**src/verilog/cpuPkg.sv**
```systemverilog
`default_nettype none

package cpuPkg;

    localparam int DATA_W     = 16;
    localparam int INSTR_W    = 16;
    localparam int REG_AW     = 3;
    localparam int DMEM_DEPTH = 256;
    localparam int DMEM_AW    = $clog2(DMEM_DEPTH);

    // instruction field positions, opcode always on top.
    localparam int FIELD_OP_HI    = 15;
    localparam int FIELD_OP_LO    = 11;
    localparam int FIELD_RS_HI    = 10;
    localparam int FIELD_RS_LO    = 8;
    localparam int FIELD_RT_HI    = 7;  // also rd of I-type.
    localparam int FIELD_RT_LO    = 5;
    localparam int FIELD_RD_HI    = 4;
    localparam int FIELD_RD_LO    = 2;
    localparam int FIELD_FUNCT_HI = 1;
    localparam int FIELD_FUNCT_LO = 0;
    localparam int FIELD_IMM_HI   = 4;
    localparam int FIELD_IMM_LO   = 0;
    localparam int FIELD_BOFS_HI  = 7;
    localparam int FIELD_BOFS_LO  = 0;
    localparam int FIELD_JOFS_HI  = 10;
    localparam int FIELD_JOFS_LO  = 0;

    typedef enum logic [4:0] {
        OP_NOP  = 5'd0,
        OP_HALT = 5'd1,
        OP_ALU  = 5'd2,
        OP_ADDI = 5'd3,
        OP_LD   = 5'd4,
        OP_ST   = 5'd5,
        OP_BEQZ = 5'd6,
        OP_BNEZ = 5'd7,
        OP_J    = 5'd8
    } opT;

    typedef enum logic [1:0] {
        ALU_ADD = 2'd0,
        ALU_SUB = 2'd1,
        ALU_AND = 2'd2,
        ALU_XOR = 2'd3
    } aluOpT;

    typedef struct packed {
        aluOpT aluOp;
        logic  aluSrc;    // immediate as second operand.
        logic  branch;
        logic  branchNe;
        logic  memRead;
        logic  memWrite;
        logic  memToReg;
        logic  regWrite;
        logic  jump;
        logic  halt;
        logic  err;
    } ctrlT;

    typedef struct packed {
        logic [DATA_W-1:0] pc;
        logic [DATA_W-1:0] readData1;
        logic [DATA_W-1:0] readData2;
        logic [DATA_W-1:0] immVal;
        logic [DATA_W-1:0] jumpDist;
        logic [REG_AW-1:0] writeReg;
        logic [REG_AW-1:0] rs;
        logic [REG_AW-1:0] rt;
        logic              rsValid;
        logic              rtValid;
        logic              writeRegValid;
        ctrlT              ctrl;
    } idExT;

    typedef struct packed {
        logic [DATA_W-1:0] aluResult;
        logic [DATA_W-1:0] storeData;
        logic [REG_AW-1:0] writeReg;
        logic              regWrite;
        logic              memRead;
        logic              memWrite;
        logic              memToReg;
        logic              halt;
        logic              err;
    } exMemT;

    typedef struct packed {
        logic [REG_AW-1:0] regAddr;
        logic [DATA_W-1:0] data;
    } wbT;

endpackage

`default_nettype wire

```
**src/verilog/cpuCore.sv**
```systemverilog
`timescale 1ns/1ps
`default_nettype none

module cpuCore (
    input  wire logic                       clk,
    input  wire logic                       rst,
    output logic      [cpuPkg::DATA_W-1:0]  fetchPc,
    input  wire logic [cpuPkg::INSTR_W-1:0] instr,
    output logic                            wbValid,
    output cpuPkg::wbT                      wbOut,
    output logic                            halted,
    output logic                            err
);

    logic [cpuPkg::DATA_W-1:0]  pc;
    logic [cpuPkg::INSTR_W-1:0] ifInstr;
    logic [cpuPkg::DATA_W-1:0]  ifPc;
    logic [cpuPkg::REG_AW-1:0]  rdAddr1;
    logic [cpuPkg::REG_AW-1:0]  rdAddr2;
    logic [cpuPkg::DATA_W-1:0]  rdData1;
    logic [cpuPkg::DATA_W-1:0]  rdData2;
    cpuPkg::idExT               decPkt;
    cpuPkg::idExT               idExPkt;
    cpuPkg::exMemT              exMemPkt;
    logic                       loadStall;
    logic                       redirect;
    logic [cpuPkg::DATA_W-1:0]  redirectPc;

    assign fetchPc = pc;

    always_ff @(posedge clk) begin
        if (rst) begin
            pc <= '0;
        end else if (!halted) begin
            if (redirect) begin
                pc <= redirectPc;
            end else if (!loadStall) begin
                pc <= pc + 1'b1;
            end
        end
    end

    // fetch-to-decode register, a redirect squashes the slot.
    always_ff @(posedge clk) begin
        if (rst || redirect) begin
            ifInstr <= {cpuPkg::OP_NOP, {(cpuPkg::INSTR_W - 5){1'b0}}};
        end else if (!loadStall) begin
            ifInstr <= instr;
            ifPc    <= pc;
        end
    end

    regFile u_regFile (.clk(clk), .rst(rst), .rdAddr1(rdAddr1), .rdAddr2(rdAddr2),
        .rdData1(rdData1), .rdData2(rdData2), .wrEn(wbValid), .wr(wbOut));

    decode u_decode (.instr(ifInstr), .pc(ifPc), .rdAddr1(rdAddr1), .rdAddr2(rdAddr2),
        .rdData1(rdData1), .rdData2(rdData2), .pkt(decPkt));

    hazardUnit u_hazardUnit (.dec(decPkt), .idEx(idExPkt), .loadStall(loadStall));

    idExReg u_idExReg (.clk(clk), .rst(rst), .pktIn(decPkt), .stallZero(loadStall),
        .flushZero(redirect), .pktOut(idExPkt));

    execute u_execute (.clk(clk), .rst(rst), .idEx(idExPkt), .wbFwdValid(wbValid),
        .wbFwd(wbOut), .redirect(redirect), .redirectPc(redirectPc), .exMem(exMemPkt));

    memWb u_memWb (.clk(clk), .rst(rst), .exMem(exMemPkt), .wbValid(wbValid),
        .wbOut(wbOut), .halted(halted), .err(err));

    assert property (@(posedge clk) disable iff (rst) halted |=> $stable(fetchPc))
        else $error("cpuCore: fetch moved after halt");

endmodule

`default_nettype wire

```
**src/verilog/decode.sv**
```systemverilog
`timescale 1ns/1ps
`default_nettype none

module decode (
    input  wire logic [cpuPkg::INSTR_W-1:0] instr,
    input  wire logic [cpuPkg::DATA_W-1:0]  pc,
    output logic      [cpuPkg::REG_AW-1:0]  rdAddr1,
    output logic      [cpuPkg::REG_AW-1:0]  rdAddr2,
    input  wire logic [cpuPkg::DATA_W-1:0]  rdData1,
    input  wire logic [cpuPkg::DATA_W-1:0]  rdData2,
    output cpuPkg::idExT                    pkt
);

    cpuPkg::opT                op;
    logic [cpuPkg::REG_AW-1:0] rs;
    logic [cpuPkg::REG_AW-1:0] rt;
    logic [cpuPkg::REG_AW-1:0] rd;
    logic [cpuPkg::DATA_W-1:0] immExt;
    logic [cpuPkg::DATA_W-1:0] brOfs;
    logic [cpuPkg::DATA_W-1:0] jOfs;

    assign op = cpuPkg::opT'(instr[cpuPkg::FIELD_OP_HI:cpuPkg::FIELD_OP_LO]);
    assign rs = instr[cpuPkg::FIELD_RS_HI:cpuPkg::FIELD_RS_LO];
    assign rt = instr[cpuPkg::FIELD_RT_HI:cpuPkg::FIELD_RT_LO];
    assign rd = instr[cpuPkg::FIELD_RD_HI:cpuPkg::FIELD_RD_LO];

    // sign extension, all offset fields start at bit 0.
    assign immExt = {{(cpuPkg::DATA_W - cpuPkg::FIELD_IMM_HI - 1){instr[cpuPkg::FIELD_IMM_HI]}},
                     instr[cpuPkg::FIELD_IMM_HI:cpuPkg::FIELD_IMM_LO]};
    assign brOfs = {{(cpuPkg::DATA_W - cpuPkg::FIELD_BOFS_HI - 1){instr[cpuPkg::FIELD_BOFS_HI]}},
                    instr[cpuPkg::FIELD_BOFS_HI:cpuPkg::FIELD_BOFS_LO]};
    assign jOfs = {{(cpuPkg::DATA_W - cpuPkg::FIELD_JOFS_HI - 1){instr[cpuPkg::FIELD_JOFS_HI]}},
                   instr[cpuPkg::FIELD_JOFS_HI:cpuPkg::FIELD_JOFS_LO]};

    assign rdAddr1 = rs;
    assign rdAddr2 = rt;

    always_comb begin
        pkt           = '0;
        pkt.pc        = pc;
        pkt.readData1 = rdData1;
        pkt.readData2 = rdData2;
        pkt.immVal    = immExt;
        pkt.jumpDist  = (op == cpuPkg::OP_J) ? jOfs : brOfs;
        pkt.rs        = rs;
        pkt.rt        = rt;
        pkt.writeReg  = rt;
        pkt.ctrl.aluOp = cpuPkg::ALU_ADD;
        case (op)
            cpuPkg::OP_NOP: ;
            cpuPkg::OP_HALT: pkt.ctrl.halt = 1'b1;
            cpuPkg::OP_ALU: begin
                pkt.ctrl.aluOp    = cpuPkg::aluOpT'(instr[cpuPkg::FIELD_FUNCT_HI:
                                                          cpuPkg::FIELD_FUNCT_LO]);
                pkt.ctrl.regWrite = 1'b1;
                pkt.rsValid       = 1'b1;
                pkt.rtValid       = 1'b1;
                pkt.writeReg      = rd;
            end
            cpuPkg::OP_ADDI: begin
                pkt.ctrl.aluSrc   = 1'b1;
                pkt.ctrl.regWrite = 1'b1;
                pkt.rsValid       = 1'b1;
            end
            cpuPkg::OP_LD: begin
                pkt.ctrl.aluSrc   = 1'b1;
                pkt.ctrl.memRead  = 1'b1;
                pkt.ctrl.memToReg = 1'b1;
                pkt.ctrl.regWrite = 1'b1;
                pkt.rsValid       = 1'b1;
            end
            cpuPkg::OP_ST: begin
                pkt.ctrl.aluSrc   = 1'b1;
                pkt.ctrl.memWrite = 1'b1;
                pkt.rsValid       = 1'b1;
                pkt.rtValid       = 1'b1;  // store data.
            end
            cpuPkg::OP_BEQZ, cpuPkg::OP_BNEZ: begin
                pkt.ctrl.branch   = 1'b1;
                pkt.ctrl.branchNe = (op == cpuPkg::OP_BNEZ);
                pkt.rsValid       = 1'b1;
            end
            cpuPkg::OP_J: pkt.ctrl.jump = 1'b1;
            default: begin
                // illegal opcode stops the machine.
                pkt.ctrl.err  = 1'b1;
                pkt.ctrl.halt = 1'b1;
            end
        endcase
        pkt.writeRegValid = pkt.ctrl.regWrite;
    end

    always_comb begin
        assert (!(op == cpuPkg::OP_J && pkt.rsValid))
            else $error("decode: jump marks rs as a source");
    end

endmodule

`default_nettype wire

```
**src/verilog/execute.sv**
```systemverilog
`timescale 1ns/1ps
`default_nettype none

module execute (
    input  wire logic                      clk,
    input  wire logic                      rst,
    input  wire cpuPkg::idExT              idEx,
    input  wire logic                      wbFwdValid,
    input  wire cpuPkg::wbT                wbFwd,
    output logic                           redirect,
    output logic      [cpuPkg::DATA_W-1:0] redirectPc,
    output cpuPkg::exMemT                  exMem
);

    cpuPkg::exMemT             exMemQ;
    cpuPkg::exMemT             exMemD;
    logic [cpuPkg::DATA_W-1:0] rsVal;
    logic [cpuPkg::DATA_W-1:0] rtVal;
    logic [cpuPkg::DATA_W-1:0] aluB;
    logic [cpuPkg::DATA_W-1:0] aluOut;
    logic [cpuPkg::DATA_W-1:0] pcNext;
    logic                      rsZero;

    // the EX/MEM result is newer than the writeback one.
    always_comb begin
        rsVal = idEx.readData1;
        rtVal = idEx.readData2;
        if (exMemQ.regWrite && exMemQ.writeReg == idEx.rs) begin
            rsVal = exMemQ.aluResult;
        end else if (wbFwdValid && wbFwd.regAddr == idEx.rs) begin
            rsVal = wbFwd.data;
        end
        if (exMemQ.regWrite && exMemQ.writeReg == idEx.rt) begin
            rtVal = exMemQ.aluResult;
        end else if (wbFwdValid && wbFwd.regAddr == idEx.rt) begin
            rtVal = wbFwd.data;
        end
    end

    assign aluB = idEx.ctrl.aluSrc ? idEx.immVal : rtVal;

    always_comb begin
        case (idEx.ctrl.aluOp)
            cpuPkg::ALU_ADD: aluOut = rsVal + aluB;
            cpuPkg::ALU_SUB: aluOut = rsVal - aluB;
            cpuPkg::ALU_AND: aluOut = rsVal & aluB;
            cpuPkg::ALU_XOR: aluOut = rsVal ^ aluB;
            default:         aluOut = '0;
        endcase
    end

    // branches and jumps share the pc+1 relative target.
    assign rsZero     = (rsVal == '0);
    assign pcNext     = idEx.pc + 1'b1;
    assign redirectPc = pcNext + idEx.jumpDist;
    assign redirect   = idEx.ctrl.jump || (idEx.ctrl.branch && (rsZero ^ idEx.ctrl.branchNe));

    always_comb begin
        exMemD.aluResult = aluOut;
        exMemD.storeData = rtVal;
        exMemD.writeReg  = idEx.writeReg;
        exMemD.regWrite  = idEx.ctrl.regWrite;
        exMemD.memRead   = idEx.ctrl.memRead;
        exMemD.memWrite  = idEx.ctrl.memWrite;
        exMemD.memToReg  = idEx.ctrl.memToReg;
        exMemD.halt      = idEx.ctrl.halt;
        exMemD.err       = idEx.ctrl.err;
    end

    always_ff @(posedge clk) begin
        exMemQ <= exMemD;
        if (rst) begin
            exMemQ.regWrite <= 1'b0;
            exMemQ.memRead  <= 1'b0;
            exMemQ.memWrite <= 1'b0;
            exMemQ.memToReg <= 1'b0;
            exMemQ.halt     <= 1'b0;
            exMemQ.err      <= 1'b0;
        end
    end

    assign exMem = exMemQ;

endmodule

`default_nettype wire

```
**src/verilog/hazardUnit.sv**
```systemverilog
`timescale 1ns/1ps
`default_nettype none

module hazardUnit (
    input  wire cpuPkg::idExT dec,
    input  wire cpuPkg::idExT idEx,
    output logic              loadStall
);

    logic loadInEx;
    logic rsHit;
    logic rtHit;

    // only a load leaves its result too late for forwarding.
    assign loadInEx = idEx.ctrl.memRead && idEx.writeRegValid;

    assign rsHit = dec.rsValid && (dec.rs == idEx.writeReg);
    assign rtHit = dec.rtValid && (dec.rt == idEx.writeReg);

    assign loadStall = loadInEx && (rsHit || rtHit);  // one bubble is enough.

endmodule

`default_nettype wire

```
**src/verilog/idExReg.sv**
```systemverilog
`timescale 1ns/1ps
`default_nettype none

module idExReg (
    input  wire logic         clk,
    input  wire logic         rst,
    input  wire cpuPkg::idExT pktIn,
    input  wire logic         stallZero,
    input  wire logic         flushZero,
    output cpuPkg::idExT      pktOut
);

    logic         controlZero;
    cpuPkg::idExT pktNext;

    assign controlZero = stallZero | flushZero;

    // a zeroed slot travels on as a bubble with no side effects.
    always_comb begin
        pktNext = pktIn;
        if (controlZero) begin
            pktNext.ctrl.branch   = 1'b0;
            pktNext.ctrl.jump     = 1'b0;
            pktNext.ctrl.memRead  = 1'b0;
            pktNext.ctrl.memWrite = 1'b0;
            pktNext.ctrl.regWrite = 1'b0;
            pktNext.ctrl.halt     = 1'b0;
            pktNext.ctrl.err      = 1'b0;
        end
    end

    always_ff @(posedge clk) begin
        pktOut <= pktNext;
        if (rst) begin
            pktOut.ctrl          <= '0;
            pktOut.rsValid       <= 1'b0;
            pktOut.rtValid       <= 1'b0;
            pktOut.writeRegValid <= 1'b0;
        end
    end

    assert property (@(posedge clk) disable iff (rst)
        controlZero |=> !pktOut.ctrl.memWrite && !pktOut.ctrl.regWrite)
        else $error("idExReg: bubble carries a write");

endmodule

`default_nettype wire

```
**src/verilog/memWb.sv**
```systemverilog
`timescale 1ns/1ps
`default_nettype none

module memWb (
    input  wire logic          clk,
    input  wire logic          rst,
    input  wire cpuPkg::exMemT exMem,
    output logic               wbValid,
    output cpuPkg::wbT         wbOut,
    output logic               halted,
    output logic               err
);

    logic [cpuPkg::DATA_W-1:0]  dmem [cpuPkg::DMEM_DEPTH];
    logic [cpuPkg::DMEM_AW-1:0] addr;
    logic [cpuPkg::DATA_W-1:0]  loadData;

    assign addr     = exMem.aluResult[cpuPkg::DMEM_AW-1:0];  // word address.
    assign loadData = dmem[addr];

    // stores behind a halt never land.
    always_ff @(posedge clk) begin
        if (exMem.memWrite && !halted) begin
            dmem[addr] <= exMem.storeData;
        end
    end

    always_ff @(posedge clk) begin
        wbOut.regAddr <= exMem.writeReg;
        wbOut.data    <= exMem.memToReg ? loadData : exMem.aluResult;
    end

    always_ff @(posedge clk) begin
        if (rst) begin
            wbValid <= 1'b0;
            halted  <= 1'b0;
            err     <= 1'b0;
        end else if (!halted) begin
            wbValid <= exMem.regWrite;
            halted  <= exMem.halt;
            err     <= exMem.err;
        end else begin
            wbValid <= 1'b0;  // nothing retires once stopped.
        end
    end

endmodule

`default_nettype wire

```
**src/verilog/regFile.sv**
```systemverilog
`timescale 1ns/1ps
`default_nettype none

module regFile (
    input  wire logic                      clk,
    input  wire logic                      rst,
    input  wire logic [cpuPkg::REG_AW-1:0] rdAddr1,
    input  wire logic [cpuPkg::REG_AW-1:0] rdAddr2,
    output logic      [cpuPkg::DATA_W-1:0] rdData1,
    output logic      [cpuPkg::DATA_W-1:0] rdData2,
    input  wire logic                      wrEn,
    input  wire cpuPkg::wbT                wr
);

    logic [cpuPkg::DATA_W-1:0] regs [2**cpuPkg::REG_AW];

    always_ff @(posedge clk) begin
        if (rst) begin
            for (int i = 0; i < 2**cpuPkg::REG_AW; i++) begin
                regs[i] <= '0;
            end
        end else if (wrEn) begin
            regs[wr.regAddr] <= wr.data;
        end
    end

    // a write in flight is visible to decode in the same cycle.
    always_comb begin
        rdData1 = regs[rdAddr1];
        rdData2 = regs[rdAddr2];
        if (wrEn && wr.regAddr == rdAddr1) begin
            rdData1 = wr.data;
        end
        if (wrEn && wr.regAddr == rdAddr2) begin
            rdData2 = wr.data;
        end
    end

endmodule

`default_nettype wire
```
**config.mk**
```make
export PLATFORM = sky130hd
export DESIGN_NAME = cpuCore
export DESIGN_NICKNAME = d
export VERILOG_FILES = /design/src/verilog/cpuPkg.sv /design/src/verilog/cpuCore.sv /design/src/verilog/decode.sv /design/src/verilog/execute.sv /design/src/verilog/hazardUnit.sv /design/src/verilog/idExReg.sv /design/src/verilog/memWb.sv /design/src/verilog/regFile.sv
export SDC_FILE = /design/constraint.sdc
export NUM_CORES = 2
export LEC_CHECK = 0
export ABC_AREA = 1
export BUFFER_PORTS_ARGS = -buffer_cell sky130_fd_sc_hd__buf_2
export CELL_PAD_IN_SITES_DETAIL_PLACEMENT = 1
export CELL_PAD_IN_SITES_GLOBAL_PLACEMENT = 1
export CORE_UTILIZATION = 35
export DETAILED_ROUTE_END_ITERATION = 10
export GPL_ROUTABILITY_DRIVEN = 0
export PLACE_DENSITY_LB_ADDON = 0.05
export SYNTH_ARGS = -nofsm -noshare
export SYNTH_HDL_FRONTEND = slang
export SYNTH_MEMORY_MAX_BITS = 65536
export SYNTH_SLANG_ARGS = --single-unit
```
**constraint.sdc**
```tcl
create_clock -name clk -period 4.94 [get_ports clk]
set_input_delay 0.494 -clock clk [delete_from_list [all_inputs] [get_ports clk]]
set_output_delay 0.494 -clock clk [all_outputs]
set_load 0.03 [all_outputs]
```
======== Word level (Yosys, flattened, before mapping) ========
Memories as Yosys holds them, arrays and structs flattened. A register that Yosys moved wholly into a read port is not among the register bits.
Cells that the tools add are included.
cells by class
  $add $sub $neg .......................... 5
  equality and inequality tests ........... 20
  multiplexer cells ....................... 38
  bitwise gates (word level) .............. 9
  reductions and logical operators ........ 33
operators by type and width
  operator               count
  $mux 16                12
  $pmux 16 s4            1
  $add 16x1->16 const B  2
  $add 16x16->16         2
  $eq 3x3->1             8
  $eq 5x3->1 const B     4
  $mux 1                 18
  $mux 3                 6
  $and 16x16->16         1
  $logic_not 16->1       1
  $reduce_or 16->1       1
  $sub 16x16->16         1
  $xor 16x16->16         1
  $logic_and 1x1->1      12
  $reduce_or 2->1        6
  $eq 5x2->1 const B     2
  $reduce_or 9->1        1
  $reduce_or 8->1        1
  $reduce_or 3->1        2
  $reduce_or 6->1        1
  $eq 5x1->1 const B     1
  $eq 5x4->1 const B     1
  $logic_not 5->1        1
  $not 1->1              5
  other kinds (10)       14
storage, ports and cells
  bits in registers ....................... 201
  memory bits (writable) .................. 4224
  input bits .............................. 18
  output and inout port bits .............. 38
  word-level logic and storage cells ...... 143
  memories kept ........................... 2
memory list
  memory          words  bits a word  rd ports  clocked after memory_dff  write ports  RTL line       text
  u_memWb.dmem    256    16           1         1                         1            memWb.sv:14    logic [cpuPkg::DATA_W-1:0] dmem [cpuPkg::DMEM_DEPTH];
  u_regFile.regs  8      16           2         2                         8            regFile.sv:15  logic [cpuPkg::DATA_W-1:0] regs [2**cpuPkg::REG_AW];

======== Logic depth before layout (Yosys ltp) ========
  depth in word-level cells ............... 11
  depth in mapped cells ................... 28
  gate-level depth less buffers ........... 27

======== By module ========
From an unflattened synthesis, not the netlist that was laid out.
unflattened totals
  cell total of the unflattened synthesis .. 17183
  area, all modules ....................... 183383.4 µm²
by module, submodules not included
  module      times used  cells each  area each (µm²)
  memWb       1           14828       165651.4
  regFile     1           1057        7785.0
  execute     1           708         4488.1
  idExReg     1           138         2268.4
  cpuCore     1           274         2140.8
  decode      1           144         917.1
  hazardUnit  1           34          132.6

======== Least setup slack after synthesis ========
Ideal clock, no wire load.
  path kind ............................... reg-to-reg
  start ................................... register u_execute.exMemQ (netlist bit u_execute.exMem[9])
  end ..................................... memory u_memWb.dmem[0][0] (netlist bit), data pin
  arrival ................................. 3.382 ns
  slack ................................... 0.706 ns
  stages on the path, launching flop included .. 1
  buffers on the path ..................... 0
  period minus slack after synthesis ...... 4.234 ns
  cells stage by stage .................... dfxtp_1
RTL lines
  element                 RTL line       text
  start, declared         execute.sv:15  cpuPkg::exMemT exMemQ;
  start signal, assigned  execute.sv:71  exMemQ <= exMemD;
  end, declared           memWb.sv:14
Straight into the memory's write port.

==> impl_metrics.tcl <==
set metrics [dict create \
    reg2reg_depth 13 \
    status "completed" \
    path_clk_slew_ns 0.06 \
    vias 105000 \
    die_w_um 694 \
    clkLatencyLatePin_ns 1.10 \
    final_area_sq_um 197000 \
    hpwlAfterDp_um 388000 \
    crit_type "register to register" \
    rsz0062_at_grt "no" \
    p_leak_nw 63.9 \
    wl_met2_um 295000 \
    placed_area_sq_um 181000 \
    combPwrFrac_pct 29.0 \
    cp.arrival_ns 5.81 \
    worstSetupStartpointType "register" \
    ys_seq_area_share_pct 78.1 \
    wirelength_um 634000 \
    highest_layer "met5" \
    rrSetupSlack_ns 0.02 \
    max_clock_freq_ghz 0.203 \
    viasPerCell 5.68 \
    dr.pass1.iters 5 \
    syn_inst 11000 \
    crit_end "u_memWb.wbOut[6]" \
    grt_usage_pct 25.7 \
    wl_per_cell_um 34.4 \
    synthFlopType "edfxtp_1" \
    grt_pass1_vias 107000 \
    globalRouteOverflowTotal 0 \
    clockBufferDepth 4 \
    crit_required_ns 5.83 \
    p_int_mw 71.3 \
    finalSetupViolations 0 \
    clkSinkCount 4418 \
    crit_path_start "u_execute.exMem[26]" \
    synth_nets 11100 \
    io_buffers 55 \
    grt_pass1_wl_um 876000 \
    synth_cell_types 54 \
    cts_buffers 485 \
    cts_tree "done" \
    hp-class "input pin to register" \
    met3_length_um 33400 \
    io_pins 56 \
    drv_slew 0 \
    synth_warnings 0 \
    core-area_sq_um 476000 \
    die_area_sq_um 481000 \
    fin_ws_ns 0.0193 \
    async_reset_ff_share_pct 0 \
    slew_headroom_pct 7.24 \
    worst_setup_path_end_kind "register" \
    pwr-share-seq_pct 38.8 \
    r2r_start "u_execute.exMem[26]" \
    vdd_drop_max_v 0.000505 \
    min_period_over_period_pct 99.6 \
    ant_nets 0 \
    synth.avg_cell_area_sq_um 15.2 \
    switching_share_pct 36.2 \
    p_per_area_nw_per_um2 568 \
    critPathMaxFanout 32 \
    ctsRootBufferMaster "clkbuf_16" \
    wl_met1_um 287000 \
    syn_to_final_growth_pct 17.4 \
    skew_ns 0.113 \
    worstMarginPinSlew_ns 1.38 \
    cap_viol_max_count 0 \
    drt_iter0_drc 11000 \
    fin_crit_ns 4.92 \
    drc 0 \
    hold_viol 0 \
    r2r-end "u_memWb.wbOut[6]" \
    initial_core_util_pct 35.2 \
    synth_seq_cells 4418 \
    fin_util_pct 41.3 \
    pre_cts_slack_ns -0.0556 \
    cts_max_level 5 \
    drive_above_1_share_pct 15.6 \
    syn_area_sq_um 168000 \
    grt_max_degree 164 \
    clkPwrFrac_pct 32.2 \
    die_h_um 694 \
    p_switching_mw 40.4 \
    synth_edf_count 4240 \
    antenna_found_initial 29 \
    fp-row-count 253 \
    layout.nets 11700 \
]
==> final cells by class <==
class | count | area, sq um
Clock inverter | 278 | 2660
Antenna cell | 9 | 22.5
Multi-Input combinational cell | 5647 | 33600
Timing Repair Buffer | 858 | 7630
Clock buffer | 612 | 12900
Fill cell | 46900 | 279000
Tap cell | 6375 | 7980
Inverter | 233 | 920
Sequential cell | 4418 | 131000
==> synth_stat cells, drive strengths merged (5+ instances only) <==
cell type,number,area (sq um)
nor2,661,2490
o2111ai,6,52.6
ha,48,601
nand4,64,400
nand3,172,883
xor2,34,298
o211ai,75,563
clkbuf,547,2050
o221ai,5,43.8
o22ai,29,181
o21ai,231,1160
dfxtp,178,3560
nor3,34,181
edfxtp,4240,127000
nand2,1024,3870
o21a,9,67.6
a31oi,5,31.3
clkinv,11,41.3
or2,51,319
buf,188,893
nor4,123,769
o41ai,14,123
and2,9,56.3
a22oi,2064,15500
xnor2,17,149
inv,222,836
o31ai,34,255
a21oi,915,4620
==> layout by cell type (no fill, tap or decap), types with 16 or more instances in the layout <==
master / count
inv_1: 210
clkinv_2: 89
a21oi_1: 905
nand4_1: 64
dfxtp_1: 155
nor2_1: 432
o21ai_0: 220
a22oi_1: 2063
o22ai_1: 29
nand2_1: 1012
nor4_2: 16
or2_2: 51
dlygate4sd3_1: 17
bufinv_16: 42
nor3_1: 33
buf_12: 103
buf_4: 683
clkinv_1: 120
xnor2_1: 17
ha_1: 48
nor2_2: 220
edfxtp_1: 4240
xor2_1: 34
o211ai_1: 75
o31ai_1: 33
nand3_1: 157
dfxtp_4: 18
clkbuf_1: 110
nor4_1: 107
buf_2: 55
clkbuf_16: 491
==> stage by stage <==
stage	hold WS (ns)	std cells	setup TNS [ns]	power, mW
after floorplan	0.323	11000	0	58.1
after global placement	0.328	17500	-0.0781	76.5
after detailed placement	0.329	17500	-0.0556	76.6
after CTS	0.194	18400	0	113
after global routing	0.255	18400	0	115
final	0.285	18400	0	112
==> worst min-delay path by stage <==
stage	start	endpoint	slack [ns]	cells after the start
2_1_floorplan	ifPc[12]	u_idExReg.pktOut[100]	0.32	0
3_3_place_gp	ifPc[0]	u_idExReg.pktOut[88]	0.33	0
3_5_place_dp	ifPc[15]	u_idExReg.pktOut[103]	0.33	0
4_1_cts	instr[4]	ifInstr[4]	0.19	4
5_1_grt	instr[14]	ifInstr[14]	0.26	4
6_report	instr[15]	ifInstr[15]	0.28	4
==> flip-flops by register name, summed over array words and instances, names as in the netlist, 16 cells and up, named ones only <==
| signal | count |
|---|---|
| u_execute.exMem | 40 |
| u_idExReg.pktOut | 78 |
| u_memWb.wbOut | 19 |
| u_memWb.dmem | 4096 |
| ifPc | 16 |
| ifInstr | 16 |
| fetchPc | 16 |
| u_regFile.regs | 128 |
==> critical path: stages, from the launching register on <==
cell and delay (ns):
dfxtp_1 0.56, nor2_4 0.30, buf_12 0.27, buf_12 0.17, buf_4 0.29, buf_4 0.22, a22oi_1 0.17, nand2_1 0.10
nand2_1 0.08, nand4_1 0.25, a21oi_1 0.99, o2111ai_1 0.46, nor2_1 0.65, a21oi_1 0.14
==> timing repair <==
item,4_1_cts,5_1_grt
setup buffers,0,3
setup endpoints to repair,1,6
hold buffers,17,0
resized for setup,1,4
hold endpoints to repair,35,0
pin swaps,0,1
cloned,0,0
==> power groups by stage <==
| stage | clock network (mW) | registers (mW) | logic [mW] |
|---|---|---|---|
| 6_report | 35.9 | 43.3 | 32.4 |
| 5_1_grt | 37.9 | 43.3 | 33.8 |
| 4_1_cts | 36.6 | 43.3 | 32.6 |
| 3_5_place_dp | 0 | 44.1 | 32.5 |
| 3_3_place_gp | 0 | 44.1 | 32.4 |
| 2_1_floorplan | 0 | 44.6 | 13.6 |
==> kinds of logic after synthesis <==
family | count (synthesis) | share of synthesized area, %
adders and majority gates | 50 | 0.382
xor gates and xnor gates | 51 | 0.267
and+or+nand+nor | 2140 | 5.37
AOI/OAI and AO/OA | 3406 | 13.6
DFF | 4418 | 78.1
buffers and inverters | 968 | 2.28
==> routing by layer <==
metal	track usage, %	up-vias
li1	-	44600
met1	36.8	56200
met2	41.2	3141
met3	3.34	754
met4	6.71	2
met5	0	-
No activity file was read; power rests on OpenSTA's default activity.
